File: src/regfile.sv
`timescale 1ns/1ns
`default_nettype none

module regfile (
    input  logic        clk,
    input  logic        arst_n,
    input  logic        we,
    input  logic [4:0]  rd,
    input  logic [31:0] wdata,
    input  logic [4:0]  rs1,
    input  logic [4:0]  rs2,
    output logic [31:0] reg_a,
    output logic [31:0] reg_b
);

    logic [31:0] regs [32];

    // x0 is cleared at reset and never written
    always_ff @(posedge clk or negedge arst_n) begin
        if (!arst_n) begin
            for (int i = 0; i < 32; i++)
                regs[i] <= '0;
        end else if (we && rd != 5'd0) begin
            regs[rd] <= wdata;
        end
    end

    assign reg_a = regs[rs1];
    assign reg_b = regs[rs2];

endmodule

`default_nettype wire

File: config.mk
export PLATFORM = sky130hd
export DESIGN_NAME = regfile
export DESIGN_NICKNAME = d
export VERILOG_FILES = /design/src/regfile.sv
export SDC_FILE = /design/constraint.sdc
export NUM_CORES = 2
export LEC_CHECK = 0
export BUFFER_PORTS_ARGS = -buffer_cell sky130_fd_sc_hd__clkbuf_2
export CORE_MARGIN = 2
export CORE_UTILIZATION = 30
export DETAILED_ROUTE_END_ITERATION = 7
export PLACE_DENSITY = 0.45
export SLEW_MARGIN = 10
export SYNTH_ARGS = -nofsm -noshare
export SYNTH_HDL_FRONTEND = slang
export SYNTH_SLANG_ARGS = --single-unit
File: constraint.sdc
create_clock -name clk -period 2.6 [get_ports clk]
set_input_delay 0.52 -clock clk [delete_from_list [all_inputs] [get_ports clk]]
set_output_delay 0.52 -clock clk [all_outputs]
set_load 0.1 [all_outputs]
Yosys cells after proc, flatten, opt, wreduce, memory -nomap -nowiden. Index checks and enable logic that the tools add are counted. W data, S select, Z words.

Bits in registers: 1024. Bits of input ports: 50. Output and inout bits: 64.

$lt $le $gt $ge: 4. Muxes and demuxes: 9. Bitwise gates (word level): 3. Reductions and logical operators: 3.

Operators with widths (number): $bwmux W1024 (1); $bmux W32 S5 (2); $demux W32 S5 (1); $mux W32 (5); $ge A6 B6 Y1 const B (3); $not A5 Y6 (3); $lt A6 B1 Y1 const B (1); $reduce_bool A5 Y1 (1); $logic_and A1 B1 Y1 (2).

Longest topological paths before layout.
Depth after elaboration: 6. Mapped depth: 8.

Worst setup path after synthesis. Ideal clock, no wire load.

Kind: in2out. From: input port rs1[1]. To: output port reg_a[11]. Arrival: 2.391 ns. Slack: -0.311 ns. Stages: 8. Path buffers: 4. Path through: buf_2 -> buf_4 -> buf_2 -> buf_2 -> mux2i_1 -> nand2_1 -> a31oi_1 -> nand3_1.

Word-level cells in the longest chain between the ends: 4.

RTL lines: from (decl) (line 10) `input logic [4:0] rs1,`; $not A5 Y6 (implied by the code) (line 28) `assign reg_a = regs[rs1];`; $bmux W32 S5 (line 28); $mux W32 (implied by the code) (2 in a row) (line 28); to (decl) (line 12) `output logic [31:0] reg_a,`.

No other way between the ends. The select of a mux whose other input is x is not followed.

Worst setup path after layout.
From: register regs[952] in the netlist's numbering. To: output port reg_a[24].

Word-level cells in the longest chain between the ends: 3.

RTL lines: from (decl) (line 16) `logic [31:0] regs [32];`; from (signal, indexed assignment) (line 24) `regs[rd] <= wdata;`; $bmux W32 S5 (line 28); $mux W32 (implied by the code) (2 in a row) (line 28).

No other way between the ends. The select of a mux whose other input is x is not followed.

==> metrics.txt <==
clock insertion delay at the later pin of the skew report 0.73 ns; share of synthesized cell area in full adder, half adder and majority cells 0; combinational group share of total power 0.244; number of DRC markers in iteration 0 2651; final setup vio count 64; initial antenna violation count 8; Placement Setup Slack -0.3720 ns; multiplexer area fraction after synthesis 0.3829; drt via density 5.379; Worst IR Drop VDD 0.0005273 V; Sw Pwr 0.01576 W; full die area 189900 µm²; Compound-Gate Fraction of Synth Area 0.07014; gpl congestion 0.8146; Placed Area 64830 µm²; Vias 40520; largest family of logic cells by synthesized area multiplexers; P_int 0.03514 W; CTS tree yes; post-synthesis sequential area ratio 0.4581; Synth Area in Simple Gates 0.04395; Fin. Hold Viols 0; clock buffer depth 3; worst hold slack 0.2628 ns; total track usage 0.2248; post-synth top area cell dfrtp_1; Critical-path top delay cell dfrtp_1; crit start category register; Synth top area share 0.4581; Die Y-Extent 435.8 µm; largest registers regs: 1024 flops; Seq pwr share 0.420; max-slew violation count 0; worst-path fanout max 3; Top-Level Pins 114; Site Rows 158; failing checks negative setup slack; P&R area growth vs syn 28.39%; Yosys reg bits 1024; buffers added on ports 113; clk_skew 0 ns; Initial Utilization 0.3017; Die X 435.8 µm; Rel. slew slack 0.3238; Pwr per Cell Area 708.6 nW/µm²; vias in the first global route 41410; Hold Path Class input port to async pin; global-route wire length before repair 313800 µm; mean post-synth cell area 12.16 µm²; YS warnings 0; clock network power share 0.337; FF-to-FF setup slack 1.68 ns; Root Driver clkbuf_16; critical path class register to output pin; drt pass-1 iters 5; share of layout cells above drive strength 1 0.4135; outcome complete, but fails checks; total clock sinks 1024; Yosys cell types 28; largest net degree at the start of global routing 83; CP Capture Type output pin; CP required 2.08 ns; CP cell instances mux2i_1, a22o_1, nor3_2, a31oi_2, buf_4, nand3_4, buf_12; Final nets 5006; largest cells by area after synthesis dfrtp_1 46%, mux2_2 19%, mux2i_1 18%, a22oi_1 2.6%, a22o_1 2.0%; H-tree depth 3; Final WS setup -0.2273 ns; Design Area, Final 71820 µm²; Post-Syn Instances 4601; CP max stage delay 0.41 ns; core box area 185400 µm²; worst path arrival time 2.31 ns; Peak Freq 353.7 MHz; clock-pin slew on the worst setup and hold paths 0.06 ns; synthesized cell area 55940 µm²; grt ovf 0; Most flops, register regs; DRT Wirelength 219200 µm; Synth Area in XOR/XNOR 0; Switching Fraction 0.3096; Final period util 1.087; critical path's top delay family flip-flops; DR DRC count 0; Max-Cap Viols 0; Buf/Inv on CP 2; CTS buffer count 115; syn nets 4651; max reg flops 1024; RSZ-0062 raised after global routing yes; DP HPWL 136200 µm; final setup TNS -7.351 ns; LEAKAGE 33.43 nW; Detail Route Antenna Nets 0; Avg WL per Cell 29.09 µm; worst-margin pin slew 1.012 ns; min Tclk post-route 2.827 ns
## cells in the mapped netlist
cell	n
a22o_1	128
or3b_4	1
nand2b_1	4
buf_1	26
buf_4	64
and3_1	1
mux2i_1	1024
nand3b_1	4
clkbuf_1	224
nand3_1	194
a22oi_1	192
nor2_1	3
and2_1	2
and3b_1	1
nor2_4	16
nor3b_2	3
a31oi_1	64
buf_6	48
buf_2	111
mux2_2	953
nor3b_1	1
mux2_1	39
nor3_1	65
nor2b_1	4
or2_2	3
a21oi_1	192
nand2_1	210
dfrtp_1	1024
## layer usage
metal  vias up  share of wire  global-route usage
met4        12          0.022             0.05676
li1      17730              -                   -
met3       242          0.040             0.02649
met1     21670           0.48              0.3258
met2       875           0.46              0.3549
met5         -        0.00032                   0
## power by group through the flow
stage	clock network (W)	registers [W]	logic, W
after global routing	0.0182	0.0218	0.0132
after floorplan	0	0.0208	0.00796
after CTS	0.0175	0.0213	0.0123
final	0.0171	0.0214	0.0124
after detailed placement	0	0.0215	0.0116
after global placement	0	0.0215	0.0115
## area by class of cell
cell class | instances | area (µm²)
fill | 17900 | 113600
multi-input combinational | 3104 | 29670
sequential | 1024 | 25620
timing repair buffer | 711 | 9525
clock buffer | 165 | 3348
tap | 2480 | 3103
clock inverter | 48 | 541.8
antenna | 2 | 5.005
## kinds of logic after synthesis
kind of cell    after synthesis
mux                        2016
flops                      1024
buf+inv                     473
compound gates              576
simple gates                512
## what timing repair did
| action | CTS | global route |
|---|---|---|
| setup buffers | 56 | 39 |
| resized for setup | 209 | 67 |
| endpoints found under the setup margin | 64 | 64 |
| cloned | 24 | 12 |
| hold endpoints to repair | 88 | 0 |
| pin swaps | 126 | 103 |
| hold buffers | 1 | 0 |
## worst reg2reg max path: stages (launching register included)
cell and delay [ns]:
dfrtp_1 0.41, buf_4 0.15, mux2_2 0.25
## cell usage in the layout, fill, tap and decap left out, types with 127 or more instances in the layout
cell type  netlist  routed
nand3_1        194     127
a22o_1         128     127
mux2_2         953     953
buf_12           0     229
buf_4           64     335
mux2i_1       1024    1012
clkbuf_16        0     131
a21oi_1        192     190
nand2_1        210     193
dfrtp_1       1024    1024
a22oi_1        192     183
## worst paths after layout
check                           from        end  cells after the start
max                        regs[952]  reg_a[24]                      7
min reg2reg                regs[998]  regs[998]                      0
max reg2reg                regs[940]  regs[940]                      2
min                           arst_n  regs[646]                      2
max in group asynchronous     arst_n    regs[0]                      4
min in group clk           regs[998]  regs[998]                      0
## through the flow
stage / cells / utilization / total power (W)
global placement: 7214 / 0.3496 / 0.03301
floorplan: 4601 / - / 0.02877
CTS: 7490 / 0.3828 / 0.05108
global route: 7533 / 0.3873 / 0.05316
finish: 7534 / 0.3873 / 0.05089
detailed placement: 7214 / 0.3496 / 0.03318
Note: power is estimated with default switching activity, not from simulation.
