**src/rv32i_pkg.sv**
```systemverilog
`default_nettype none

package rv32i_pkg;

    typedef enum logic [6:0] {
        op_lui   = 7'b0110111,
        op_auipc = 7'b0010111,
        op_jal   = 7'b1101111,
        op_jalr  = 7'b1100111,
        op_br    = 7'b1100011,
        op_load  = 7'b0000011,
        op_store = 7'b0100011,
        op_imm   = 7'b0010011,
        op_reg   = 7'b0110011
    } rv32i_opcode;

    typedef enum logic [2:0] {
        f3_add  = 3'b000,
        f3_sll  = 3'b001,
        f3_slt  = 3'b010,
        f3_sltu = 3'b011,
        f3_xor  = 3'b100,
        f3_sr   = 3'b101,
        f3_or   = 3'b110,
        f3_and  = 3'b111
    } arith_funct3_t;

    typedef enum logic [2:0] {
        lb  = 3'b000,
        lh  = 3'b001,
        lw  = 3'b010,
        lbu = 3'b100,
        lhu = 3'b101
    } load_funct3_t;

    typedef enum logic [2:0] {
        sb = 3'b000,
        sh = 3'b001,
        sw = 3'b010
    } store_funct3_t;

    typedef enum logic [2:0] {
        alu_add, alu_sub, alu_sll, alu_sr, alu_xor, alu_or, alu_and
    } alu_op_t;

    typedef enum logic {cmp_lt, cmp_ltu} cmp_op_t;

    typedef enum logic [2:0] {
        rf_alu_out, rf_br_en, rf_u_imm, rf_lw, rf_lb, rf_lbu, rf_lh, rf_lhu
    } regfilemux_t;

    typedef enum logic {src_reg, src_imm} alu_src_t;

    typedef struct packed {
        logic        wb;
        logic        mem_write;
        logic        mem_read;
        alu_op_t     alu_op;
        cmp_op_t     cmp_op;
        alu_src_t    alu_src;
        logic        auipc;
        regfilemux_t regfilemux_sel;
        logic [2:0]  funct3;
    } ctrl_t;

    typedef struct packed {
        rv32i_opcode opcode;
        logic [2:0]  funct3;
        logic [6:0]  funct7;
        logic [4:0]  rs1;
        logic [4:0]  rs2;
        logic [4:0]  rd;
        logic [31:0] i_imm;
        logic [31:0] s_imm;
        logic [31:0] u_imm;
        logic        trap;
    } inst_t;

    typedef struct packed {
        logic [31:0] pc;
        logic [31:0] rs1_out;
        logic [31:0] rs2_out;
    } data_t;

    typedef struct packed {
        logic  valid;
        inst_t inst;
        data_t data;
        ctrl_t ctrl;
    } packet_t;

    typedef struct packed {
        logic        valid;
        logic [31:0] pc;
        logic [4:0]  rd;
        logic [31:0] wdata;
        logic        trap;
    } retire_t;

    // Lowest set rmask bit gives the byte lane
    function automatic logic [31:0] load_extract(input logic [31:0] rdata,
                                                 input logic [3:0] rmask,
                                                 input regfilemux_t sel);
        logic [31:0] s;
        if (rmask[0])
            s = rdata;
        else if (rmask[1])
            s = rdata >> 8;
        else if (rmask[2])
            s = rdata >> 16;
        else
            s = rdata >> 24;
        case (sel)
            rf_lb:   return {{24{s[7]}}, s[7:0]};
            rf_lbu:  return {24'b0, s[7:0]};
            rf_lh:   return {{16{s[15]}}, s[15:0]};
            rf_lhu:  return {16'b0, s[15:0]};
            default: return rdata;
        endcase
    endfunction

endpackage

`default_nettype wire

```
**src/writeback_stage.sv**
```systemverilog
`timescale 1ns/1ns
`default_nettype none

module writeback_stage (
    input  logic               clk,
    input  logic               arst_n,
    input  rv32i_pkg::packet_t mem_in,
    input  logic [31:0]        mem_addr,
    input  logic [31:0]        data_mem_rdata,
    input  logic [3:0]         rmask,
    output rv32i_pkg::packet_t wb_pkt,
    output logic [31:0]        regfile_in,
    output logic               rf_we,
    output rv32i_pkg::retire_t retire
);

    logic [31:0] mem_result;

    assign mem_result = mem_in.ctrl.mem_read
        ? rv32i_pkg::load_extract(data_mem_rdata, rmask, mem_in.ctrl.regfilemux_sel)
        : mem_addr;

    always_ff @(posedge clk or negedge arst_n) begin
        if (!arst_n) begin
            wb_pkt     <= '0;
            regfile_in <= '0;
        end else begin
            wb_pkt     <= mem_in;
            regfile_in <= mem_result;
        end
    end

    assign rf_we = wb_pkt.valid && wb_pkt.ctrl.wb && !wb_pkt.inst.trap;

    always_comb begin
        retire.valid = wb_pkt.valid;
        retire.pc    = wb_pkt.data.pc;
        retire.rd    = wb_pkt.inst.rd;
        retire.wdata = rf_we ? regfile_in : 32'b0;
        retire.trap  = wb_pkt.inst.trap;
    end

endmodule

`default_nettype wire

```
**config.mk**
```make
export PLATFORM = sky130hd
export DESIGN_NAME = writeback_stage
export DESIGN_NICKNAME = d
export VERILOG_FILES = /design/src/rv32i_pkg.sv /design/src/writeback_stage.sv
export SDC_FILE = /design/constraint.sdc
export NUM_CORES = 1
export LEC_CHECK = 0
export ABC_AREA = 1
export ABC_CLOCK_PERIOD_IN_PS = 890
export BUFFER_PORTS_ARGS = -buffer_cell sky130_fd_sc_hd__buf_2
export CAP_MARGIN = 10
export CORE_AREA = 5 5 253 255
export DETAILED_ROUTE_END_ITERATION = 10
export DIE_AREA = 0 0 258 260
export GPL_ROUTABILITY_DRIVEN = 0
export GPL_TIMING_DRIVEN = 0
export HOLD_SLACK_MARGIN = 0.03
export MAX_ROUTING_LAYER = met4
export PLACE_DENSITY = 0.41
export SLEW_MARGIN = 20
export SYNTH_ARGS = -nofsm -noshare
export SYNTH_HDL_FRONTEND = slang
export SYNTH_SLANG_ARGS = --single-unit
export TNS_END_PERCENT = 100
```
**constraint.sdc**
```tcl
create_clock -name clk -period 0.89 [get_ports clk]
set_input_delay 0.1335 -clock clk [delete_from_list [all_inputs] [get_ports clk]]
set_output_delay 0.1335 -clock clk [all_outputs]
set_load 0.02 [all_outputs]
```
# Word-level counts from Yosys, hierarchy flattened
# Cells that the tools add are included.
dict set report totals {
  register_bits 273
  latch_bits 0
  mem_bits_rw 0
  mem_bits_ro 0
  output_inout_bits 345
  word_cells 37
  mem_count 0
}
dict set report classes {
  add_sub_neg 0
  n_mul 0
  div_mod_pow 0
  order_cmp 0
  n_eq_ne 4
  shift 0
  muxes 6
  bitwise 0
  reduce_logical 3
}
# cell count
set op_table {}
lappend op_table {{$pmux 32 s4} 1}
lappend op_table {{$mux 32} 2}
lappend op_table {{$mux 16} 3}
lappend op_table {{$eq 3x3->1 const B} 4}
lappend op_table {{$logic_and 1x1->1} 2}
lappend op_table {{$logic_not 1->1} 1}

# Logic depth before layout (Yosys ltp)
dict set report logic_depth {
  ltp_word 5
  depth_mapped 11
  ltp_nobuf 9
}

# Least setup slack after synthesis
# Ideal clock, no wire load.
dict set report synth_path {
  kind {register -> output}
  from {reg wb_pkt, in the netlist retire[70]}
  to {out retire[10] in the netlist's numbering}
  t_arrival_ps 1516
  setup_slack_ps -759
  stages_incl_launch_ff 6
  cell_sequence {dfrtp_1 > nand2_1 > nor2_1 > inv_1 > clkbuf_1 > nor2_1}
}
# element line_no
set synth_lines {}
lappend synth_lines {{start, declared} writeback_stage.sv:11} ;# output rv32i_pkg::packet_t wb_pkt,
lappend synth_lines {{start signal, assigned} writeback_stage.sv:28} ;# wb_pkt <= mem_in;
lappend synth_lines {{end, declared} writeback_stage.sv:14} ;# output rv32i_pkg::retire_t retire

==> flow_summary_export.csv <==
group,metric,value,unit
timing,fmax,552,MHz
die,fp.dieArea,67100,sq um
timing,finalMaxSlewViolations,0,
cells_and_area,final_common_cell,"buf_6",
placed_design,dp_slack,-0.913,ns
timing,tns,-124.36,ns
power_and_ir_drop,p_leak,9.55,nW
worst_hold_path,hold_class,"in2async",
setup_path,worstSetupPathType,"reg2out",
status,outcome,"complete, but fails checks",
cts,root_buffer,"clkbuf_16",
cells_and_area,nets,1922,
timing,worst_slew_pin_slew,0.743,ns
synthesis,netlist_area,8480,sq um
cells_and_area,area_growth,133,%
synthesis,yosysSeqAreaShare,0.806,
routing,drc_errors,0,
cells_and_area,utilization,0.322,
setup_path,start_kind,"register",
routing,routed_wl,46500,um
power_and_ir_drop,p_per_area,1760,nW/um^2
routing,wl_per_cell,19.1,um
synthesis,ys_ff_latch,273,
timing,whs,-0.369,ns
timing,setup_slack,-0.920,ns
cts,cts.hold.buffers_added,299,
cts,tritoncts,"built",
routing,vias,8512,
synthesis,synth.distinct_cells,21,
synthesis,synth_top_area_share,0.806,
timing,post-route-min-period,1.81,ns
placed_design,dp.cells,2059,
cts,cts_sinks,273,
cells_and_area,drive_gt1_frac,0.527,
synthesis,synth_area_per_cell,13.8,sq um
die,num_io_pins,656,
die,start_util,0.138,
synthesis,synth_area_leader_cell,"dfrtp_1",
timing,fin_crit_sh,2.03,
global_routing,grt_start_max_net_pins,97,
cells_and_area,fin_area,19800,sq um
timing,setup_viol,345,
status,violations,"hold timing, setup timing",
cells_and_area,instances_no_fill,2431,
cts,clock_path_buffers,3,
placed_design,port_buffers,653,
cells_and_area,seqCellArea,6840,sq um
run,cap_violations,0,
timing,grt_setup_unrepaired,"true",
global_routing,grt_pass1_vias,9720,
die,die_w,258,um
global_routing,antenna_found_initial,7,
global_routing,track_usage,0.136,
cts,clk_pin_slew,0.06,ns
setup_path,setup.worst_path.start,"wb_pkt[14]",
routing,ant_nets,0,
die,coreArea,61400,sq um
power_and_ir_drop,irDropWorstVdd,0.991,mV
global_routing,grt_pass1_wl,66300,um
cells_and_area,fillerInstances,6077,
power_and_ir_drop,total_power,34.8,mW
die,die_h,260,um
timing,hold_violations,91,
cts,htree_levels,2,
setup_path,crit_path_end_kind,"output port",
routing,drtPass1Iterations,5,
synthesis,synthTopCellsByArea,"dfrtp_1 81%, buf_4 3.5%, nor2_1 2.7%, inv_1 2.5%, nand3_1 2.3%",
cts,cts_buffers,34,
setup_path,crit_fanout,6,
cells_and_area,multi_input_area,1400,sq um
setup_path,worstPathArrival,1.68,ns
routing,drtIter0Drc,308,
placed_design,placed_cell_area,13200,sq um
synthesis,syn_inst,614,
routing,via_per_inst,3.50,
die,rows,91,
global_routing,grt-ovfl-total,0,
synthesis,yosys_warnings,0,
setup_path,worstPathRequired,0.76,ns
placed_design,place_hpwl,35300,um
synthesis,synth_nets,925,
timing,max-slew-margin-rel,0.505,
cells_and_area,most-common-layout-cells,"355 x buf_6, 314 x buf_2, 298 x dlygate4sd3_1",
## worst max-delay path, stage by stage (launching register included)
cell	delay, ns
dfrtp_2	0.39
nand2_2	0.07
nor2_4	0.13
inv_6	0.09
clkbuf_16	0.19
nor2_4	0.12
buf_6	0.13
## timing repair
item,4_1_cts,5_1_grt
endpoints found under the hold margin,363,90
buffers inserted,3,4
endpoints found under the setup margin,353,370
gates cloned,1,1
gates resized for setup,707,20
pin swaps,1,3
## layout make-up
class / count / share of cell area
repair buffers: 962 / 0.428
flip-flops and latches: 273 / 0.346
multi-input cells: 221 / 0.0707
well taps: 790 / 0.0500
clock buffers: 45 / 0.0476
plain buffers: 57 / 0.0328
inverters: 62 / 0.0124
clock inverters: 16 / 0.0121
diodes: 5 / 0.000633
## cells by family (layout without fill, tap and decap cells)
group / after synthesis / after routing / synth area share
flip-flops: 273 / 273 / 0.806
buffers and inverters: 120 / 1142 / 0.0754
AND/OR/NAND/NOR: 158 / 158 / 0.0793
AO/OA/AOI/OAI: 63 / 63 / 0.0393
other: 0 / 5 / 0
## sequential cells by signal (all words and copies together), names as in the netlist
| signal | cells |
|---|---|
| wb_pkt | 202 |
| regfile_in | 32 |
| retire | 39 |
## where the power goes
group,total [mW],internal (mW),switching (mW)
logic,6.46,3.38,3.08
clock network,14.7,9.00,5.68
registers,13.6,13.1,0.504
## cell usage after synthesis (all sizes together)
master  number
o21ai       26
a21oi       30
clkbuf       8
nand2       53
nor3         1
buf         50
nor3b        1
nor2        64
nand3       39
o211ai       7
dfrtp      273
inv         62
## routing by layer
metal | global-route usage | vias up | routed length [um]
li1 | - | 3884 | -
met1 | 0.145 | 4141 | 17000
met2 | 0.240 | 409 | 24200
met3 | 0.0410 | 78 | 3530
met4 | 0.0498 | 0 | 1800
met5 | - | - | 0
## path summary, 6_finish.rpt
check | end | cells after the start
min | wb_pkt[238] | 1
max | retire[1] | 6
min in group clk | regfile_in[7] | 3
max in group asynchronous | regfile_in[1] | 2
Note: power is estimated with default switching activity, not from simulation.
