## config.mk

```make
export PLATFORM = sky130hd
export DESIGN_NAME = decode_stage
export DESIGN_NICKNAME = d
export VERILOG_FILES = /design/src/rv32i_pkg.sv /design/src/decode_stage.sv
export SDC_FILE = /design/constraint.sdc
export NUM_CORES = 1
export LEC_CHECK = 0
export ABC_AREA = 1
export BUFFER_PORTS_ARGS = -buffer_cell sky130_fd_sc_hd__buf_4
export CORE_AREA = 10 10 468 470
export DETAILED_ROUTE_END_ITERATION = 8
export DIE_AREA = 0 0 478 480
export PLACE_DENSITY_LB_ADDON = 0.12
export SLEW_MARGIN = 10
export SYNTH_ARGS = -nofsm -noshare
export SYNTH_HDL_FRONTEND = slang
export SYNTH_SLANG_ARGS = --single-unit
```

## constraint.sdc

```tcl
create_clock -name vclk -period 2.5
set_clock_uncertainty 0.2 [all_clocks]
set_input_delay 0.375 -clock vclk [all_inputs]
set_output_delay 0.375 -clock vclk [all_outputs]
set_load 0.02 [all_outputs]
```

## src/rv32i_pkg.sv

```systemverilog
`default_nettype none

package rv32i_pkg;

    typedef enum logic [6:0] {
        op_lui   = 7'b0110111,
        op_auipc = 7'b0010111,
        op_jal   = 7'b1101111,
        op_jalr  = 7'b1100111,
        op_br    = 7'b1100011,
        op_load  = 7'b0000011,
        op_store = 7'b0100011,
        op_imm   = 7'b0010011,
        op_reg   = 7'b0110011
    } rv32i_opcode;

    typedef enum logic [2:0] {
        f3_add  = 3'b000,
        f3_sll  = 3'b001,
        f3_slt  = 3'b010,
        f3_sltu = 3'b011,
        f3_xor  = 3'b100,
        f3_sr   = 3'b101,
        f3_or   = 3'b110,
        f3_and  = 3'b111
    } arith_funct3_t;

    typedef enum logic [2:0] {
        lb  = 3'b000,
        lh  = 3'b001,
        lw  = 3'b010,
        lbu = 3'b100,
        lhu = 3'b101
    } load_funct3_t;

    typedef enum logic [2:0] {
        sb = 3'b000,
        sh = 3'b001,
        sw = 3'b010
    } store_funct3_t;

    typedef enum logic [2:0] {
        alu_add, alu_sub, alu_sll, alu_sr, alu_xor, alu_or, alu_and
    } alu_op_t;

    typedef enum logic {cmp_lt, cmp_ltu} cmp_op_t;

    typedef enum logic [2:0] {
        rf_alu_out, rf_br_en, rf_u_imm, rf_lw, rf_lb, rf_lbu, rf_lh, rf_lhu
    } regfilemux_t;

    typedef enum logic {src_reg, src_imm} alu_src_t;

    typedef struct packed {
        logic        wb;
        logic        mem_write;
        logic        mem_read;
        alu_op_t     alu_op;
        cmp_op_t     cmp_op;
        alu_src_t    alu_src;
        logic        auipc;
        regfilemux_t regfilemux_sel;
        logic [2:0]  funct3;
    } ctrl_t;

    typedef struct packed {
        rv32i_opcode opcode;
        logic [2:0]  funct3;
        logic [6:0]  funct7;
        logic [4:0]  rs1;
        logic [4:0]  rs2;
        logic [4:0]  rd;
        logic [31:0] i_imm;
        logic [31:0] s_imm;
        logic [31:0] u_imm;
        logic        trap;
    } inst_t;

    typedef struct packed {
        logic [31:0] pc;
        logic [31:0] rs1_out;
        logic [31:0] rs2_out;
    } data_t;

    typedef struct packed {
        logic  valid;
        inst_t inst;
        data_t data;
        ctrl_t ctrl;
    } packet_t;

    typedef struct packed {
        logic        valid;
        logic [31:0] pc;
        logic [4:0]  rd;
        logic [31:0] wdata;
        logic        trap;
    } retire_t;

    // Lowest set rmask bit gives the byte lane
    function automatic logic [31:0] load_extract(input logic [31:0] rdata,
                                                 input logic [3:0] rmask,
                                                 input regfilemux_t sel);
        logic [31:0] s;
        if (rmask[0])
            s = rdata;
        else if (rmask[1])
            s = rdata >> 8;
        else if (rmask[2])
            s = rdata >> 16;
        else
            s = rdata >> 24;
        case (sel)
            rf_lb:   return {{24{s[7]}}, s[7:0]};
            rf_lbu:  return {24'b0, s[7:0]};
            rf_lh:   return {{16{s[15]}}, s[15:0]};
            rf_lhu:  return {16'b0, s[15:0]};
            default: return rdata;
        endcase
    endfunction

endpackage

`default_nettype wire

```

## src/decode_stage.sv

```systemverilog
`timescale 1ns/1ns
`default_nettype none

module decode_stage (
    input  logic                   in_valid,
    input  logic [31:0]            in_pc,
    input  logic [31:0]            in_instr,
    output rv32i_pkg::packet_t     id_out,

    input  rv32i_pkg::packet_t     ex_in,
    input  rv32i_pkg::packet_t     mem_in,
    input  rv32i_pkg::packet_t     wb_in,
    input  logic                   br_en,
    input  logic [31:0]            alu_out,
    input  logic [31:0]            data_mem_rdata,
    input  logic [3:0]             rmask,
    input  logic [31:0]            regfile_in,

    output rv32i_pkg::rv32i_opcode opcode,
    output logic [2:0]             funct3,
    output logic [6:0]             funct7,
    input  rv32i_pkg::ctrl_t       ctrl,

    output logic [4:0]             rs1,
    output logic [4:0]             rs2,
    input  logic [31:0]            reg_a,
    input  logic [31:0]            reg_b
);

    logic [31:0] mem_val;
    logic        trap;

    assign opcode = rv32i_pkg::rv32i_opcode'(in_instr[6:0]);
    assign funct3 = in_instr[14:12];
    assign funct7 = in_instr[31:25];
    assign rs1    = in_instr[19:15];
    assign rs2    = in_instr[24:20];

    // A stage can supply src only if it will really write it
    function automatic logic hit(input rv32i_pkg::packet_t p, input logic [4:0] src);
        return p.valid && p.ctrl.wb && !p.inst.trap && p.inst.rd == src && src != 5'd0;
    endfunction

    assign mem_val = rv32i_pkg::load_extract(data_mem_rdata, rmask,
                                             mem_in.ctrl.regfilemux_sel);

    always_comb begin
        trap = 1'b0;
        case (opcode)
            rv32i_pkg::op_lui, rv32i_pkg::op_auipc, rv32i_pkg::op_imm, rv32i_pkg::op_reg: ;
            rv32i_pkg::op_load: begin
                case (rv32i_pkg::load_funct3_t'(funct3))
                    rv32i_pkg::lb, rv32i_pkg::lbu, rv32i_pkg::lh, rv32i_pkg::lhu,
                    rv32i_pkg::lw: ;
                    default: trap = 1'b1;
                endcase
            end
            rv32i_pkg::op_store: begin
                case (rv32i_pkg::store_funct3_t'(funct3))
                    rv32i_pkg::sb, rv32i_pkg::sh, rv32i_pkg::sw: ;
                    default: trap = 1'b1;
                endcase
            end
            // Branches and jumps land here too
            default: trap = 1'b1;
        endcase
    end

    always_comb begin
        id_out.valid       = in_valid;
        id_out.inst.opcode = opcode;
        id_out.inst.funct3 = funct3;
        id_out.inst.funct7 = funct7;
        id_out.inst.rs1    = rs1;
        id_out.inst.rs2    = rs2;
        id_out.inst.rd     = in_instr[11:7];
        id_out.inst.i_imm  = {{21{in_instr[31]}}, in_instr[30:20]};
        id_out.inst.s_imm  = {{21{in_instr[31]}}, in_instr[30:25], in_instr[11:7]};
        id_out.inst.u_imm  = {in_instr[31:12], 12'h000};
        id_out.inst.trap   = trap;
        id_out.ctrl        = ctrl;
        id_out.data.pc     = in_pc;

        // EX beats MEM beats WB beats the register file
        // alu_out already holds the selected EX result
        if (hit(ex_in, rs1))
            id_out.data.rs1_out = alu_out;
        else if (hit(mem_in, rs1))
            id_out.data.rs1_out = mem_val;
        else if (hit(wb_in, rs1))
            id_out.data.rs1_out = regfile_in;
        else
            id_out.data.rs1_out = reg_a;

        if (hit(ex_in, rs2))
            id_out.data.rs2_out = alu_out;
        else if (hit(mem_in, rs2))
            id_out.data.rs2_out = mem_val;
        else if (hit(wb_in, rs2))
            id_out.data.rs2_out = regfile_in;
        else
            id_out.data.rs2_out = reg_b;
    end

endmodule

`default_nettype wire

```

# [Yosys cells after proc, flatten, opt, wreduce, memory -nomap -nowiden]
# Cells that the tools add are included.
[op_classes] n_reduce_logical=27 eq_ne=20 muxes=13
[op_table] cell="two-way mux 32 bit" count=6
[op_table] cell="case mux 32 bit (4 select lines)" count=1
[op_table] cell="two-way mux 16 bit" count=3
[op_table] cell="equality test 5 bit" count=6
[op_table] cell="equality test 7 x 6 -> 1 bit, second input constant" count=3
[op_table] cell="equality test 3 bit, second input constant" count=6
[op_table] cell="logical AND 1 bit" count=18
[op_table] cell="equality test 7 x 5 -> 1 bit, second input constant" count=2
[op_table] cell="nonzero test 5 bit" count=2
[op_table] cell="equality test 7 x 2 -> 1 bit, second input constant" count=1
[op_table] cell="OR reduction 5 bit" count=1
[op_table] cell="OR reduction 4 bit" count=1
[op_table] cell="equality test 3 x 1 -> 1 bit, second input constant" count=1
[op_table] cell="equality test 3 x 2 -> 1 bit, second input constant" count=1
[op_table] cell="zero test 1 bit" count=3
[op_table] cell="zero test 3 bit" count=1
[op_table] cell="case mux 1 bit (3 select lines)" count=1
[op_table] cell="OR reduction 3 bit" count=1
[op_table] cell="two-way mux 1 bit" count=2
[totals] word_cells=60 regBits=0

# [Longest topological paths before layout]
[logic_depth] depth_word=7 ltp_mapped=12

# [Worst setup path after synthesis]
# OpenSTA, ideal clock, no wires.
[synth_timing] path_kind="input-to-output" from="input port ex_in[111] (netlist bit)" to="output port id_out[22] (netlist bit)" arrival_ns=1.518 path_stages=6 setup_slack_ns=0.407 path_cell_list="nand3b_1 nand3b_1 nor2_2 buf_2 a21oi_1 a21oi_1"
[synth_lines] element="start: declaration" line_no="decode_stage.sv:10" source="input rv32i_pkg::packet_t ex_in,"
[synth_lines] element="end: declaration" line_no="decode_stage.sv:8" source="output rv32i_pkg::packet_t id_out,"

==> qor.csv <==
stage,metric,value,unit
synth,synth-xor-area-share,1.52,%
setup_path,crit_type,in -> out,
layout,fill_cells,24698,
synth,yosysWarnings,0,
run_status,status,finished with violations,
routing,vias_per_cell,1.83,
synth,synth_compound_area_share,4.43,%
die,dieArea,229000,um2
global_routing,grt_max_degree,46,
timing,setup_viol,63,
routing,drcViolationCount,0,
power,ir_drop,45.3,uV
synth,yosys.area_share.adder,0,%
global_routing,gr-max-usage-layer,met2,
synth,yosysSeqAreaShare,0,%
routing,drt-initial-drc-count,191,
die,rows,168,
layout,area_delta_synth_final,178,%
layout,regArea,0,um2
global_routing,grt_pass1_wl,86300,um
routing,routed_wl,69100,um
synth,synth_top_area_share,30.5,%
synth,muxShareOfSynthArea,0,%
power,leakagePower,5.75,nW
layout,nClkBuffers,0,
synth,synth.largest_area_cell,buf_4,
die,io_pins,1236,
layout,nets,2303,
routing,route.antenna.remaining_nets,0,
synth,yosys-top-cells-area,"buf_4 30%, nand2_1 30%, nand3_1 14%, nor2_1 4.3%, nand4_1 4.1%",
global_routing,grt_pass1_vias,8395,
synth,syn_inst,1043,
die,coreArea,209000,um2
job,drv_cap,0,
global_routing,track_usage,5.65,%
synth,syn-cell-area,5190,um2
timing,fmax,379,MHz
routing,wl_per_cell,16.7,um
die,die_y,480,um
routing,vias,7579,
clock_tree,ctsHoldBuffers,0,
timing,whs,0.550,ns
placement,dp_hpwl,60000,um
hold_path,hp-class,in -> out,
global_routing,use_met1,6.58,%
timing,drv_slew,0,
layout,layout_common_cells,"333 x buf_4, 283 x nand2_1, 116 x buf_6",
global_routing,overflow,0,
synth,synth_simple_gate_area_share,54.4,%
global_routing,gr-usage-met3,1.54,%
synth,synth_area_per_cell,4.98,um2
layout,layout_commonest_cell,buf_4,
layout,multiInputGateArea,5160,um2
synth,synth.distinct_cells,25,
layout,fin_area,14400,um2
power,p_per_area,123,nW/um2
global_routing,met2_usage,10.5,%
routing,dr.pass1.iters,4,
timing,rsz0062_at_grt,yes,
run_status,violations,negative setup slack,
placement,placed_area,10900,um2
timing,finalHoldViolCount,0,
layout,drive_gt1_share,65.2,%
setup_path,cp-start-kind,input pin,
placement,io_buffers,333,
die,initial_core_util,2.48,%
layout,seq_cell_count,0,
timing,min_period_over_period,106,%
timing,finalCriticalPeriod,2.64,ns
power,power,1.78,mW
placement,place_congestion,0.675,
setup_path,cp.arrival,2.07,ns
timing,fin_ws,-0.141,ns
setup_path,crit_path_end_kind,primary output,
setup_path,crit_fanout,6,
setup_path,worst_ep_required_time,1.92,ns
global_routing,antenna_found_initial,34,
synth,synth_top_family_by_area,simple AND/OR/NAND/NOR gates,
die,die_w,478,um
placement,dpl_worst_slack,-0.634,ns
## synthesized netlist by cell type, types with 5 or more instances
| library cell | n |
|---|---|
| clkbuf_1 | 10 |
| nand3_1 | 147 |
| inv_1 | 52 |
| o21ai_0 | 5 |
| xor2_1 | 5 |
| nand4_1 | 34 |
| nor2_1 | 59 |
| a21oi_1 | 35 |
| nand2_1 | 415 |
| inv_2 | 13 |
| buf_4 | 211 |
| buf_2 | 31 |
## what timing repair did
| action | CTS | global route |
|---|---|---|
| resized for setup | 589 | 121 |
| cloned | 9 | 3 |
| pin swaps | 152 | 109 |
| endpoints found under the setup margin | 64 | 64 |
| buffers inserted | 46 | 12 |
## where the power goes
part | internal, mW | switching (mW) | total [mW]
clock | 0.000000177 | 0 | 0.000000177
sequential | 0 | 0 | 0
combinational | 0.807 | 0.975 | 1.78
total | 0.807 | 0.975 | 1.78
## metal layers
| metal | part of all wire (%) | routed length [um] |
|---|---|---|
| met1 | 40 | 27800 |
| met2 | 51 | 35400 |
| met3 | 6.9 | 4750 |
| met4 | 1.6 | 1080 |
| met5 | 0.23 | 160 |
## stage by stage
step                utilization, %  cells  setup TNS [ns]
global route                  6.90   4140          -10.37
CTS                           6.66   4133           -7.16
floorplan                        -   1054               0
global placement              5.22   4088          -31.77
detailed placement            5.22   4088          -30.34
finish                        6.90   4143           -4.37
## kinds of logic after synthesis
kind of cell / count (synthesis)
xor gates and xnor gates: 9
and+or+nand+nor: 668
buffers and inverters: 321
AOI/OAI and AO/OA: 44
other: 1
## final timing paths
| kind | from | to | slack, ns | depth (start not counted) |
|---|---|---|---|---|
| max | in_instr[22] | id_out[36] | -0.14 | 14 |
| min | in_pc[25] | id_out[104] | 0.55 | 0 |
## worst max-delay path, stage by stage
cell	delay [ns]
buf_12	0.12
nor2_4	0.12
buf_6	0.11
nand3_4	0.09
buf_6	0.13
nand3b_1	0.19
nor2_4	0.07
buf_12	0.15
inv_16	0.10
buf_16	0.16
buf_12	0.15
nand3_4	0.08
nand2_2	0.07
buf_6	0.11
## final cells by class
| class | instances | share of cell area, % |
|---|---|---|
| Timing Repair Buffer | 534 | 37.8 |
| Multi-Input combinational cell | 733 | 35.7 |
| Tap cell | 2805 | 24.3 |
| Inverter | 66 | 2.11 |
| Antenna cell | 5 | 0.0867 |
No activity file was read; power rests on OpenSTA's default activity.
