`config.mk`:
```
export PLATFORM = sky130hd
export DESIGN_NAME = ctrl_rom
export DESIGN_NICKNAME = d
export VERILOG_FILES = /design/src/rv32i_pkg.sv /design/src/ctrl_rom.sv
export SDC_FILE = /design/constraint.sdc
export NUM_CORES = 1
export LEC_CHECK = 0
export ABC_AREA = 1
export BUFFER_PORTS_ARGS = -buffer_cell sky130_fd_sc_hd__buf_2
export CAP_MARGIN = 0
export CORE_AREA = 2 2 39 41
export DETAILED_ROUTE_END_ITERATION = 8
export DIE_AREA = 0 0 41 43
export SLEW_MARGIN = 20
export SYNTH_ARGS = -nofsm -noshare
export SYNTH_HDL_FRONTEND = slang
export SYNTH_SLANG_ARGS = --single-unit
```
`constraint.sdc`:
```
create_clock -name vclk -period 1
set_clock_uncertainty 0.2 [all_clocks]
set_input_delay 0.2 -clock vclk [all_inputs]
set_output_delay 0.2 -clock vclk [all_outputs]
set_load 0.005 [all_outputs]
```
`src/rv32i_pkg.sv`:
```
`default_nettype none

package rv32i_pkg;

    typedef enum logic [6:0] {
        op_lui   = 7'b0110111,
        op_auipc = 7'b0010111,
        op_jal   = 7'b1101111,
        op_jalr  = 7'b1100111,
        op_br    = 7'b1100011,
        op_load  = 7'b0000011,
        op_store = 7'b0100011,
        op_imm   = 7'b0010011,
        op_reg   = 7'b0110011
    } rv32i_opcode;

    typedef enum logic [2:0] {
        f3_add  = 3'b000,
        f3_sll  = 3'b001,
        f3_slt  = 3'b010,
        f3_sltu = 3'b011,
        f3_xor  = 3'b100,
        f3_sr   = 3'b101,
        f3_or   = 3'b110,
        f3_and  = 3'b111
    } arith_funct3_t;

    typedef enum logic [2:0] {
        lb  = 3'b000,
        lh  = 3'b001,
        lw  = 3'b010,
        lbu = 3'b100,
        lhu = 3'b101
    } load_funct3_t;

    typedef enum logic [2:0] {
        sb = 3'b000,
        sh = 3'b001,
        sw = 3'b010
    } store_funct3_t;

    typedef enum logic [2:0] {
        alu_add, alu_sub, alu_sll, alu_sr, alu_xor, alu_or, alu_and
    } alu_op_t;

    typedef enum logic {cmp_lt, cmp_ltu} cmp_op_t;

    typedef enum logic [2:0] {
        rf_alu_out, rf_br_en, rf_u_imm, rf_lw, rf_lb, rf_lbu, rf_lh, rf_lhu
    } regfilemux_t;

    typedef enum logic {src_reg, src_imm} alu_src_t;

    typedef struct packed {
        logic        wb;
        logic        mem_write;
        logic        mem_read;
        alu_op_t     alu_op;
        cmp_op_t     cmp_op;
        alu_src_t    alu_src;
        logic        auipc;
        regfilemux_t regfilemux_sel;
        logic [2:0]  funct3;
    } ctrl_t;

    typedef struct packed {
        rv32i_opcode opcode;
        logic [2:0]  funct3;
        logic [6:0]  funct7;
        logic [4:0]  rs1;
        logic [4:0]  rs2;
        logic [4:0]  rd;
        logic [31:0] i_imm;
        logic [31:0] s_imm;
        logic [31:0] u_imm;
        logic        trap;
    } inst_t;

    typedef struct packed {
        logic [31:0] pc;
        logic [31:0] rs1_out;
        logic [31:0] rs2_out;
    } data_t;

    typedef struct packed {
        logic  valid;
        inst_t inst;
        data_t data;
        ctrl_t ctrl;
    } packet_t;

    typedef struct packed {
        logic        valid;
        logic [31:0] pc;
        logic [4:0]  rd;
        logic [31:0] wdata;
        logic        trap;
    } retire_t;

    // Lowest set rmask bit gives the byte lane
    function automatic logic [31:0] load_extract(input logic [31:0] rdata,
                                                 input logic [3:0] rmask,
                                                 input regfilemux_t sel);
        logic [31:0] s;
        if (rmask[0])
            s = rdata;
        else if (rmask[1])
            s = rdata >> 8;
        else if (rmask[2])
            s = rdata >> 16;
        else
            s = rdata >> 24;
        case (sel)
            rf_lb:   return {{24{s[7]}}, s[7:0]};
            rf_lbu:  return {24'b0, s[7:0]};
            rf_lh:   return {{16{s[15]}}, s[15:0]};
            rf_lhu:  return {16'b0, s[15:0]};
            default: return rdata;
        endcase
    endfunction

endpackage

`default_nettype wire

```
`src/ctrl_rom.sv`:
```
`timescale 1ns/1ns
`default_nettype none

module ctrl_rom (
    input  rv32i_pkg::rv32i_opcode opcode,
    input  logic [2:0]             funct3,
    input  logic [6:0]             funct7,
    output rv32i_pkg::ctrl_t       ctrl
);

    always_comb begin
        ctrl = '0;
        ctrl.funct3 = funct3;
        case (opcode)
            rv32i_pkg::op_lui: begin
                ctrl.wb = 1'b1;
                ctrl.regfilemux_sel = rv32i_pkg::rf_u_imm;
            end
            rv32i_pkg::op_auipc: begin
                ctrl.wb = 1'b1;
                ctrl.auipc = 1'b1;
                ctrl.alu_src = rv32i_pkg::src_imm;
            end
            rv32i_pkg::op_imm, rv32i_pkg::op_reg: begin
                ctrl.wb = 1'b1;
                if (opcode == rv32i_pkg::op_imm)
                    ctrl.alu_src = rv32i_pkg::src_imm;
                case (rv32i_pkg::arith_funct3_t'(funct3))
                    rv32i_pkg::f3_add: begin
                        if (opcode == rv32i_pkg::op_reg && funct7[5])
                            ctrl.alu_op = rv32i_pkg::alu_sub;
                    end
                    rv32i_pkg::f3_sll: ctrl.alu_op = rv32i_pkg::alu_sll;
                    rv32i_pkg::f3_slt: ctrl.regfilemux_sel = rv32i_pkg::rf_br_en;
                    rv32i_pkg::f3_sltu: begin
                        ctrl.regfilemux_sel = rv32i_pkg::rf_br_en;
                        ctrl.cmp_op = rv32i_pkg::cmp_ltu;
                    end
                    rv32i_pkg::f3_xor: ctrl.alu_op = rv32i_pkg::alu_xor;
                    rv32i_pkg::f3_sr:  ctrl.alu_op = rv32i_pkg::alu_sr;
                    rv32i_pkg::f3_or:  ctrl.alu_op = rv32i_pkg::alu_or;
                    default:           ctrl.alu_op = rv32i_pkg::alu_and;
                endcase
            end
            rv32i_pkg::op_load: begin
                ctrl.wb = 1'b1;
                ctrl.mem_read = 1'b1;
                ctrl.alu_src = rv32i_pkg::src_imm;
                case (rv32i_pkg::load_funct3_t'(funct3))
                    rv32i_pkg::lb:  ctrl.regfilemux_sel = rv32i_pkg::rf_lb;
                    rv32i_pkg::lbu: ctrl.regfilemux_sel = rv32i_pkg::rf_lbu;
                    rv32i_pkg::lh:  ctrl.regfilemux_sel = rv32i_pkg::rf_lh;
                    rv32i_pkg::lhu: ctrl.regfilemux_sel = rv32i_pkg::rf_lhu;
                    default:        ctrl.regfilemux_sel = rv32i_pkg::rf_lw;
                endcase
            end
            rv32i_pkg::op_store: begin
                ctrl.mem_write = 1'b1;
                ctrl.alu_src = rv32i_pkg::src_imm;
            end
            default: ctrl = '0;
        endcase
    end

endmodule

`default_nettype wire

```
* After elaboration in Yosys (flattened, before gate mapping)
Index checks and enable logic that the tools add are counted.
** Word-level totals
- Register bits :: 0
- Output and inout port bits :: 15
- Bits of input ports :: 17
** Cells by class
- Muxes and demuxes :: 14
- Reduce and logical (&&, ||, !) cells :: 7
- Equal/unequal tests :: 12
** Operators with widths (count)
- equality test 7 x 6 -> 1 bit, second input constant :: 3
- one-hot mux 3 bit (6 select lines) :: 1
- equality test 7 x 5 -> 1 bit, second input constant :: 2
- one-hot mux 3 bit (4 select lines) :: 1
- equality test 3 bit, second input constant :: 3
- one-hot mux 3 bit (3 select lines) :: 1
- 2-to-1 mux 1 bit :: 8
- equality test 7 x 2 -> 1 bit, second input constant :: 1
- equality test 3 x 2 -> 1 bit, second input constant :: 2
- OR reduction 6 bit :: 1
- OR reduction 5 bit :: 1
- 2-to-1 mux 4 bit :: 1
- OR reduction 2 bit :: 2
- equality test 3 x 1 -> 1 bit, second input constant :: 1
- logical NOT 3 bit :: 1
- 2-to-1 mux 3 bit :: 1
- OR reduction 3 bit :: 1
- one-hot mux 1 bit (2 select lines) :: 1
- logical AND 1 bit :: 1

* Logic depth before layout (Yosys ltp)
Gate-level depths: netlist (run 1).
- Depth in word-level cells :: 5
- Depth in mapped cells :: 7
- Gate-level depth less buffers :: 7

* Worst setup path after synthesis (run 1)
No wires, ideal clock.
- Path kind :: input-to-output
- Start :: input port opcode[0]
- End :: output port ctrl[3] (netlist name)
- Path buffers :: 0
- Cell stages on the path :: 6
- Path slack :: -0.139 ns
- Required time :: 0.600 ns
- Data arrival time :: 0.739 ns
- Path through :: nand2_1 inv_2 nand3_2 nor2_2 nand2_1 o21ai_1
** RTL lines
- start, declared :: line ctrl_rom.sv:5 : input rv32i_pkg::rv32i_opcode opcode,
- end, declared :: line ctrl_rom.sv:8 : output rv32i_pkg::ctrl_t ctrl

==> metrics.csv, run 1 <==
stage,metric,value,unit
worst_hold_path,worst hold path type,input pin to output pin,
timing,hold slack,0.543,ns
timing,RSZ-0062 raised after global routing,true,
global_routing,initial antenna violation count,0,
global_routing,"Remaining Overflow, GRT",0,
placement,Placed Area,572,um^2
yosys,Mapped Cells,54,
yosys,XOR/XNOR Fraction of Synth Area,0,%
timing,Slew @ Worst Pin,0.146,ns
timing,Period minus WS final,1.36,ns
finish,share of cells above drive strength 1,81.3,%
yosys,Syn Nets,71,
pwr,worst vdd ir,151,uV
yosys,combinational family with the most area after synthesis,simple AND/OR/NAND/NOR gates,
floorplan,DIE HEIGHT,43,um
worst_hold_path,hold depth,4,
setup_path,CP Launch Type,input pin,
worst_hold_path,hold_sp,funct3[2],
yosys,Syn. warnings,0,
yosys,Area contributors post-synth,"nand2_1, nor2_2, nor2_1",
yosys,Compound-Gate Fraction of Synth Area,9.39,%
yosys,Yosys cell types,15,
setup_path,Worst setup EP type,output pin,
pwr,Sw Ratio,50.6,%
setup_path,crit-path cells,buf_8 > nor2_4 > nand3_4 > a211oi_2 > buf_2,
floorplan,IO Count,32,
timing,Final WS setup,-0.362,ns
yosys,cell taking the most area after synthesis,nand2_1,
timing,Max Clk Rate,734,MHz
pwr,Int Power,98.1,uW
pwr,Flop pwr share,0,%
yosys,post-synth top area share,23.9,%
finish,design area,747,um^2
floorplan,Die ar.,1760,um^2
floorplan,row count,14,
placement,gpl congestion,0.824,
finish,final net count,115,
yosys,synthesized area,267,um^2
clock_tree,hold-fix buffers at CTS,0,
finish,Layout area overhead,180,%
timing,max-slew violations,0,
setup_path,critical path data required time,0.60,ns
finish,area occupied by registers,0,um^2
pwr,Clock Power Share,0,%
setup_path,CP max-delay cell,a211oi_2,
timing,Final Cycle Share,136,%
outcome,status,finished with violations,
placement,hpwl dp,796,um
setup_path,CP top delay family,simple AND/OR/NAND/NOR gates,
detailed_routing,# DRC,0,
flow_run,max-cap check violation count,0,
detailed_routing,Vias/cell,4.60,
placement,Buffers on Ports,26,
yosys,post-synthesis mux area share,0,%
placement,pre-CTS setup slack,-0.384,ns
finish,CLK BUF,0,
pwr,Final Power,199,uW
timing,Max transition margin,90.3,%
detailed_routing,routed wire length,1140,um
setup_path,Crit Path Category,input pin to output pin,
setup_path,Worst EP arrival,0.96,ns
pwr,logic gate share of total power,100.0,%
finish,Seq Cell Count,0,
pwr,Psw,101,uW
floorplan,Starting Density,19.3,%
pwr,P per Cell Area,266,nW/um^2
yosys,Adder-Cell Fraction of Synth Area,0,%
setup_path,Worst Setup SP,opcode[3],
timing,Final setup viols,15,
yosys,Post-Synth Simple-Gate Area,77.9,%
setup_path,CP Max Fanout,7,
worst_hold_path,Min-Delay Endpoint,ctrl[8],
detailed_routing,via count,515,
setup_path,WP buf/inv,2,
global_routing,global-route wire length before repair,1660,um
yosys,sequential share of the synthesized area,0,%
detailed_routing,post-route ant nets,0,
detailed_routing,routed len/inst,10.1,um
timing,Hold Fails Final Rpt,0,
setup_path,CP max stage delay,0.22,ns
finish,diodes inserted,0,
global_routing,pin count of the biggest net entering global routing,8,
global_routing,total track usage,12.8,%
outcome,failing checks,setup timing,
pwr,LEAKAGE,0.414,nW
global_routing,number of global-route vias before repair,444,
floorplan,Core Region,1380,um^2
floorplan,Die Width,41,um
detailed_routing,initial drt markers,4,
detailed_routing,1st-pass router iterations,4,
yosys,Avg Inst Size Synth,4.94,um^2
[worst max path at each step]
stage | endpoint | slack [ns] | cells after the start
after floorplan | ctrl[3] | -0.10 | 5
after global placement | ctrl[2] | -0.39 | 8
after detailed placement | ctrl[2] | -0.38 | 8
after CTS | ctrl[0] | -0.35 | 9
after global routing | ctrl[3] | -0.41 | 7
final | ctrl[10] | -0.36 | 5
[metrics by stage]
step                      std cells  util, %  TNS [ns]
after floorplan                  54        -    -0.638
after global placement          111     41.3     -5.07
after detailed placement        111     41.3     -5.09
after CTS                       111     50.1     -4.57
after global routing            112     54.0     -5.26
final                           112     54.0     -4.66
[synthesized netlist by cell type]
cell / instances
inv_1: 6
nand2_2: 1
nand4_1: 1
nor2_4: 1
nor3_1: 1
a21oi_1: 1
nand3_1: 4
nand3_2: 1
a211oi_1: 2
nand2_1: 17
nor2_1: 8
nand3_4: 1
o21ai_1: 1
inv_2: 3
nor2_2: 6
[area by class of cell]
class                      instances  area [um^2]
multi-input combinational         45          369
inverter                           9         41.3
fill                             137          637
timing repair buffer              42          317
tap                               16         20.0
[cells by family (layout without fill, tap and decap cells)]
kind of cell | Yosys count | in the layout
buf+inv | 9 | 51
compound gates | 4 | 4
simple gates | 41 | 41
[layout by cell type, fill, tap and decap left out]
master     n
nor2_1     5
nand4_1    1
buf_8      2
nand3_2    3
nor3_1     1
a21oi_2    1
inv_4      3
nand3_1    1
inv_1      1
inv_2      5
nand3_4    2
buf_2     19
nand2_1    8
nor2_2     1
a211oi_2   2
nor2_4     9
nand2_4    6
buf_4     12
o21ai_1    1
buf_6      9
nand2_2    4
[power by group through the flow]
stage | logic [mW] | clock network (mW) | registers (mW)
after CTS | 0.183 | 0 | 0
after detailed placement | 0.143 | 0 | 0
final | 0.199 | 0 | 0
after global placement | 0.142 | 0 | 0
after floorplan | 0.0584 | 0 | 0
after global routing | 0.214 | 0 | 0
[metal layers]
metal  wire length, um  global-route usage [%]
met3                67                       0
met2               675                    24.7
met5                 0                       0
met4                14                    2.00
met1               378                    14.6
[what timing repair did]
| item | 4_1_cts | 5_1_grt |
|---|---|---|
| cloned | 0 | 0 |
| pin swaps | 17 | 9 |
| endpoints found under the setup margin | 15 | 15 |
| buffers inserted | 0 | 1 |
| gates resized for setup | 34 | 14 |
(Power assumes the default switching activity.)
==> run 2, diff against run 1 <==
- SETUP_SLACK_MARGIN: not set -> 0.02
- clock period: 1 -> 1.3 ns (I/O delays scaled with it)
==> metrics.csv, run 2 (same netlist as run 1, synthesis figures left out) <==
stage,metric,value,unit
timing,Hold Fails Final Rpt,0,
global_routing,pin count of the biggest net entering global routing,8,
finish,"commonest non-fill, non-tap cell in the layout",buf_2,
setup_path,Worst Setup SP,opcode[3],
global_routing,number of global-route vias before repair,383,
timing,Final WS setup,-0.166,ns
finish,share of cells above drive strength 1,69.5,%
timing,Final setup viols,15,
setup_path,Worst setup EP type,output pin,
timing,max-slew violations,0,
detailed_routing,via count,480,
global_routing,total track usage,11.4,%
timing,Final Cycle Share,113,%
floorplan,Core Region,1380,um^2
floorplan,row count,14,
global_routing,initial antenna violation count,0,
detailed_routing,post-route ant nets,0,
floorplan,Die Width,41,um
outcome,failing checks,setup timing,
placement,Placed Area,514,um^2
setup_path,Crit Path Category,input pin to output pin,
placement,hpwl dp,777,um
timing,Max transition margin,88.6,%
finish,Fillers,142,
floorplan,Die ar.,1760,um^2
setup_path,critical path data required time,0.84,ns
pwr,LEAKAGE,0.368,nW
floorplan,DIE HEIGHT,43,um
placement,gpl congestion,0.685,
finish,Seq Cell Count,0,
setup_path,CP Launch Type,input pin,
finish,Layout area overhead,142,%
floorplan,Starting Density,19.3,%
timing,Max Clk Rate,682,MHz
pwr,P per Cell Area,203,nW/um^2
detailed_routing,routed wire length,1030,um
flow_run,max-cap check violation count,0,
floorplan,IO Count,32,
finish,"commonest non-fill, non-tap cells in the layout","buf_2, buf_4, nand2_1",
finish,area occupied by registers,0,um^2
pwr,worst vdd ir,123,uV
outcome,status,finished with violations,
detailed_routing,initial drt markers,4,
finish,CLK BUF,0,
detailed_routing,routed len/inst,9.27,um
timing,hold slack,0.654,ns
setup_path,Worst EP arrival,1.01,ns
setup_path,CP Max Fanout,4,
worst_hold_path,hold_sp,funct3[1],
finish,final net count,114,
finish,design area,646,um^2
worst_hold_path,hold depth,4,
global_routing,global-route wire length before repair,1480,um
worst_hold_path,Min-Delay Endpoint,ctrl[5],
global_routing,"Remaining Overflow, GRT",0,
clock_tree,hold-fix buffers at CTS,0,
detailed_routing,# DRC,0,
placement,Buffers on Ports,26,
timing,Slew @ Worst Pin,0.170,ns
worst_hold_path,worst hold path type,input pin to output pin,
finish,area of the multi-input gates,312,um^2
detailed_routing,Vias/cell,4.32,
timing,RSZ-0062 raised after global routing,true,
timing,Period minus WS final,1.47,ns
finish,diodes inserted,0,
detailed_routing,1st-pass router iterations,2,
==> run 2: changes by cell type in the layout (fill, tap and decap cells not counted), sizes merged <==
cell / delta
buf: -1
==> run 2: final cells by class <==
| class | count | share of cell area (%) |
|---|---|---|
| Inverter | 9 | 5.62 |
| Tap cell | 16 | 3.10 |
| Timing Repair Buffer | 41 | 43.0 |
| Multi-Input combinational cell | 45 | 48.3 |
==> run 2: worst max path at each step <==
| stage | endpoint | slack (ns) | cells after the start |
|---|---|---|---|
| 5_1_grt | ctrl[2] | -0.26 | 9 |
| 2_1_floorplan | ctrl[3] | 0.04 | 6 |
| 4_1_cts | ctrl[3] | -0.19 | 7 |
| 3_3_place_gp | ctrl[3] | -0.22 | 7 |
| 6_report | ctrl[2] | -0.17 | 9 |
| 3_5_place_dp | ctrl[3] | -0.23 | 7 |
==> run 2: timing repair <==
item,4_1_cts,5_1_grt
pin swaps,5,11
endpoints found under the setup margin,15,15
gates resized for setup,19,12
setup buffers,1,1
==> run 2: report_power, final <==
part           total [mW]  switching, mW  internal, mW  leakage (nW)
registers               0              0             0             0
clock network           0              0             0             0
logic               0.131         0.0659        0.0650         0.368
==> run 2: layer usage <==
layer,vias to the layer above,track usage (%),wire [um]
met5,-,0,0
met4,0,0,0
met3,0,0,61
met2,15,22.2,593
met1,211,13.6,375
li1,254,-,-
==> run 2: critical path: stages <==
cell and delay [ns]:
buf_8 0.10, inv_4 0.04, nand2_2 0.05, nor2_4 0.12, nand2_2 0.09, nand2_2 0.10, nor2_4 0.05, nor2_1 0.08
buf_2 0.11
==> run 2: metrics by stage <==
stage                     power [mW]  TNS (ns)  worst slack (ns)  utilization (%)  std cells
final                          0.131     -2.07            -0.166             46.7        111
after global routing           0.142     -3.02            -0.256             46.7        111
after CTS                      0.117     -1.98            -0.187             43.0        110
after detailed placement      0.0952     -2.58            -0.232             37.2        109
after global placement        0.0935     -2.47            -0.223             37.2        109
after floorplan               0.0376         0            0.0413                -         54
==> run 3, diff against run 2 <==
- SETUP_SLACK_MARGIN: 0.02 -> 0.5
- SKIP_LAST_GASP: not set -> 1
==> metrics.csv, run 3 (same netlist as run 1, synthesis figures left out) <==
stage,metric,value,unit
detailed_routing,via count,477,
setup_path,CP Max Fanout,3,
timing,Max Clk Rate,677,MHz
setup_path,critical path data required time,0.84,ns
placement,Buffers on Ports,26,
pwr,worst vdd ir,112,uV
setup_path,CP Launch Type,input pin,
floorplan,Starting Density,19.3,%
finish,Seq Cell Count,0,
global_routing,routing usage on met2,25.3,%
placement,pre-CTS setup slack,-0.274,ns
timing,hold slack,0.619,ns
outcome,status,finished with violations,
detailed_routing,routed len/inst,10.1,um
global_routing,initial antenna violation count,0,
placement,gpl congestion,0.693,
detailed_routing,post-route ant nets,0,
setup_path,Worst setup EP type,output pin,
worst_hold_path,worst hold path type,input pin to output pin,
floorplan,row count,14,
floorplan,DIE HEIGHT,43,um
pwr,P per Cell Area,211,nW/um^2
detailed_routing,1st-pass router iterations,2,
finish,"commonest non-fill, non-tap cells in the layout","buf_2, buf_4, nor2_4, nand2_1, buf_6",
timing,Slew @ Worst Pin,0.151,ns
floorplan,Core Region,1380,um^2
placement,hpwl dp,857,um
global_routing,number of global-route vias before repair,447,
timing,Max transition margin,89.8,%
timing,Final Cycle Share,114,%
global_routing,M3 GR Usage,0,%
finish,diodes inserted,0,
finish,final net count,113,
global_routing,pin count of the biggest net entering global routing,8,
setup_path,Worst EP arrival,1.02,ns
timing,Period minus WS final,1.48,ns
floorplan,IO Count,32,
finish,area occupied by registers,0,um^2
floorplan,Die Width,41,um
timing,Hold Fails Final Rpt,0,
floorplan,Die ar.,1760,um^2
timing,max-slew violations,0,
detailed_routing,routed wire length,1110,um
finish,"commonest non-fill, non-tap cell in the layout",buf_2,
global_routing,grt met1 use,17.4,%
timing,Final WS setup,-0.178,ns
setup_path,Crit Path Category,input pin to output pin,
detailed_routing,Vias/cell,4.34,
global_routing,global-route wire length before repair,1790,um
global_routing,"Remaining Overflow, GRT",0,
finish,Layout area overhead,180,%
global_routing,total track usage,13.6,%
flow_run,max-cap check violation count,0,
timing,RSZ-0062 raised after global routing,true,
global_routing,GR peak layer,met2,
detailed_routing,initial drt markers,2,
detailed_routing,# DRC,0,
pwr,LEAKAGE,0.390,nW
outcome,failing checks,setup timing,
finish,CLK BUF,0,
finish,share of cells above drive strength 1,77.7,%
timing,Final setup viols,15,
==> run 3: worst max-delay path, cell delays in order <==
cell,delay (ns)
buf_12,0.11
inv_8,0.05
nand2_4,0.04
nor2_4,0.13
nand2_2,0.10
nand2_2,0.09
nor2_4,0.04
nor2_1,0.09
buf_2,0.11
==> run 3: timing repair <==
item,CTS,global route
hold buffers,0,0
setup endpoints to repair,15,15
pin swaps,11,7
setup buffers,1,0
gates resized for setup,21,13
hold endpoints to repair,0,0
==> run 3: power breakdown <==
part           internal [mW]  switching (mW)  leakage, nW
logic                 0.0768          0.0811        0.390
clock network              0               0            0
registers                  0               0            0
==> run 3: final timing paths <==
kind	from	endpoint	slack [ns]	cells past startpoint
max	opcode[3]	ctrl[0]	-0.18	9
min	funct3[1]	ctrl[10]	0.62	3
==> run 3: through the flow <==
| stage | area, um^2 | instances | TNS (ns) | util, % | total power, mW |
|---|---|---|---|---|---|
| final | 747 | 110 | -1.95 | 54.0 | 0.158 |
| after global routing | 747 | 110 | -2.78 | 54.0 | 0.171 |
| after CTS | 694 | 110 | -1.99 | 50.2 | 0.149 |
| after detailed placement | 618 | 109 | -2.97 | 44.7 | 0.130 |
| after global placement | 618 | 109 | -2.67 | 44.7 | 0.128 |
| after floorplan | 370 | 54 | 0 | - | 0.0581 |
==> run 3: layout make-up <==
cell class / count / area, um^2
Tap cell: 16 / 20.0
Multi-Input combinational cell: 45 / 360
Inverter: 9 / 58.8
Timing Repair Buffer: 40 / 308
Fill cell: 145 / 637
==> run 3: routing by layer <==
layer | routed length (um) | vias to the layer above
met2 | 607 | 17
li1 | - | 253
met4 | 0 | 0
met3 | 69 | 0
met5 | 0 | -
met1 | 429 | 207
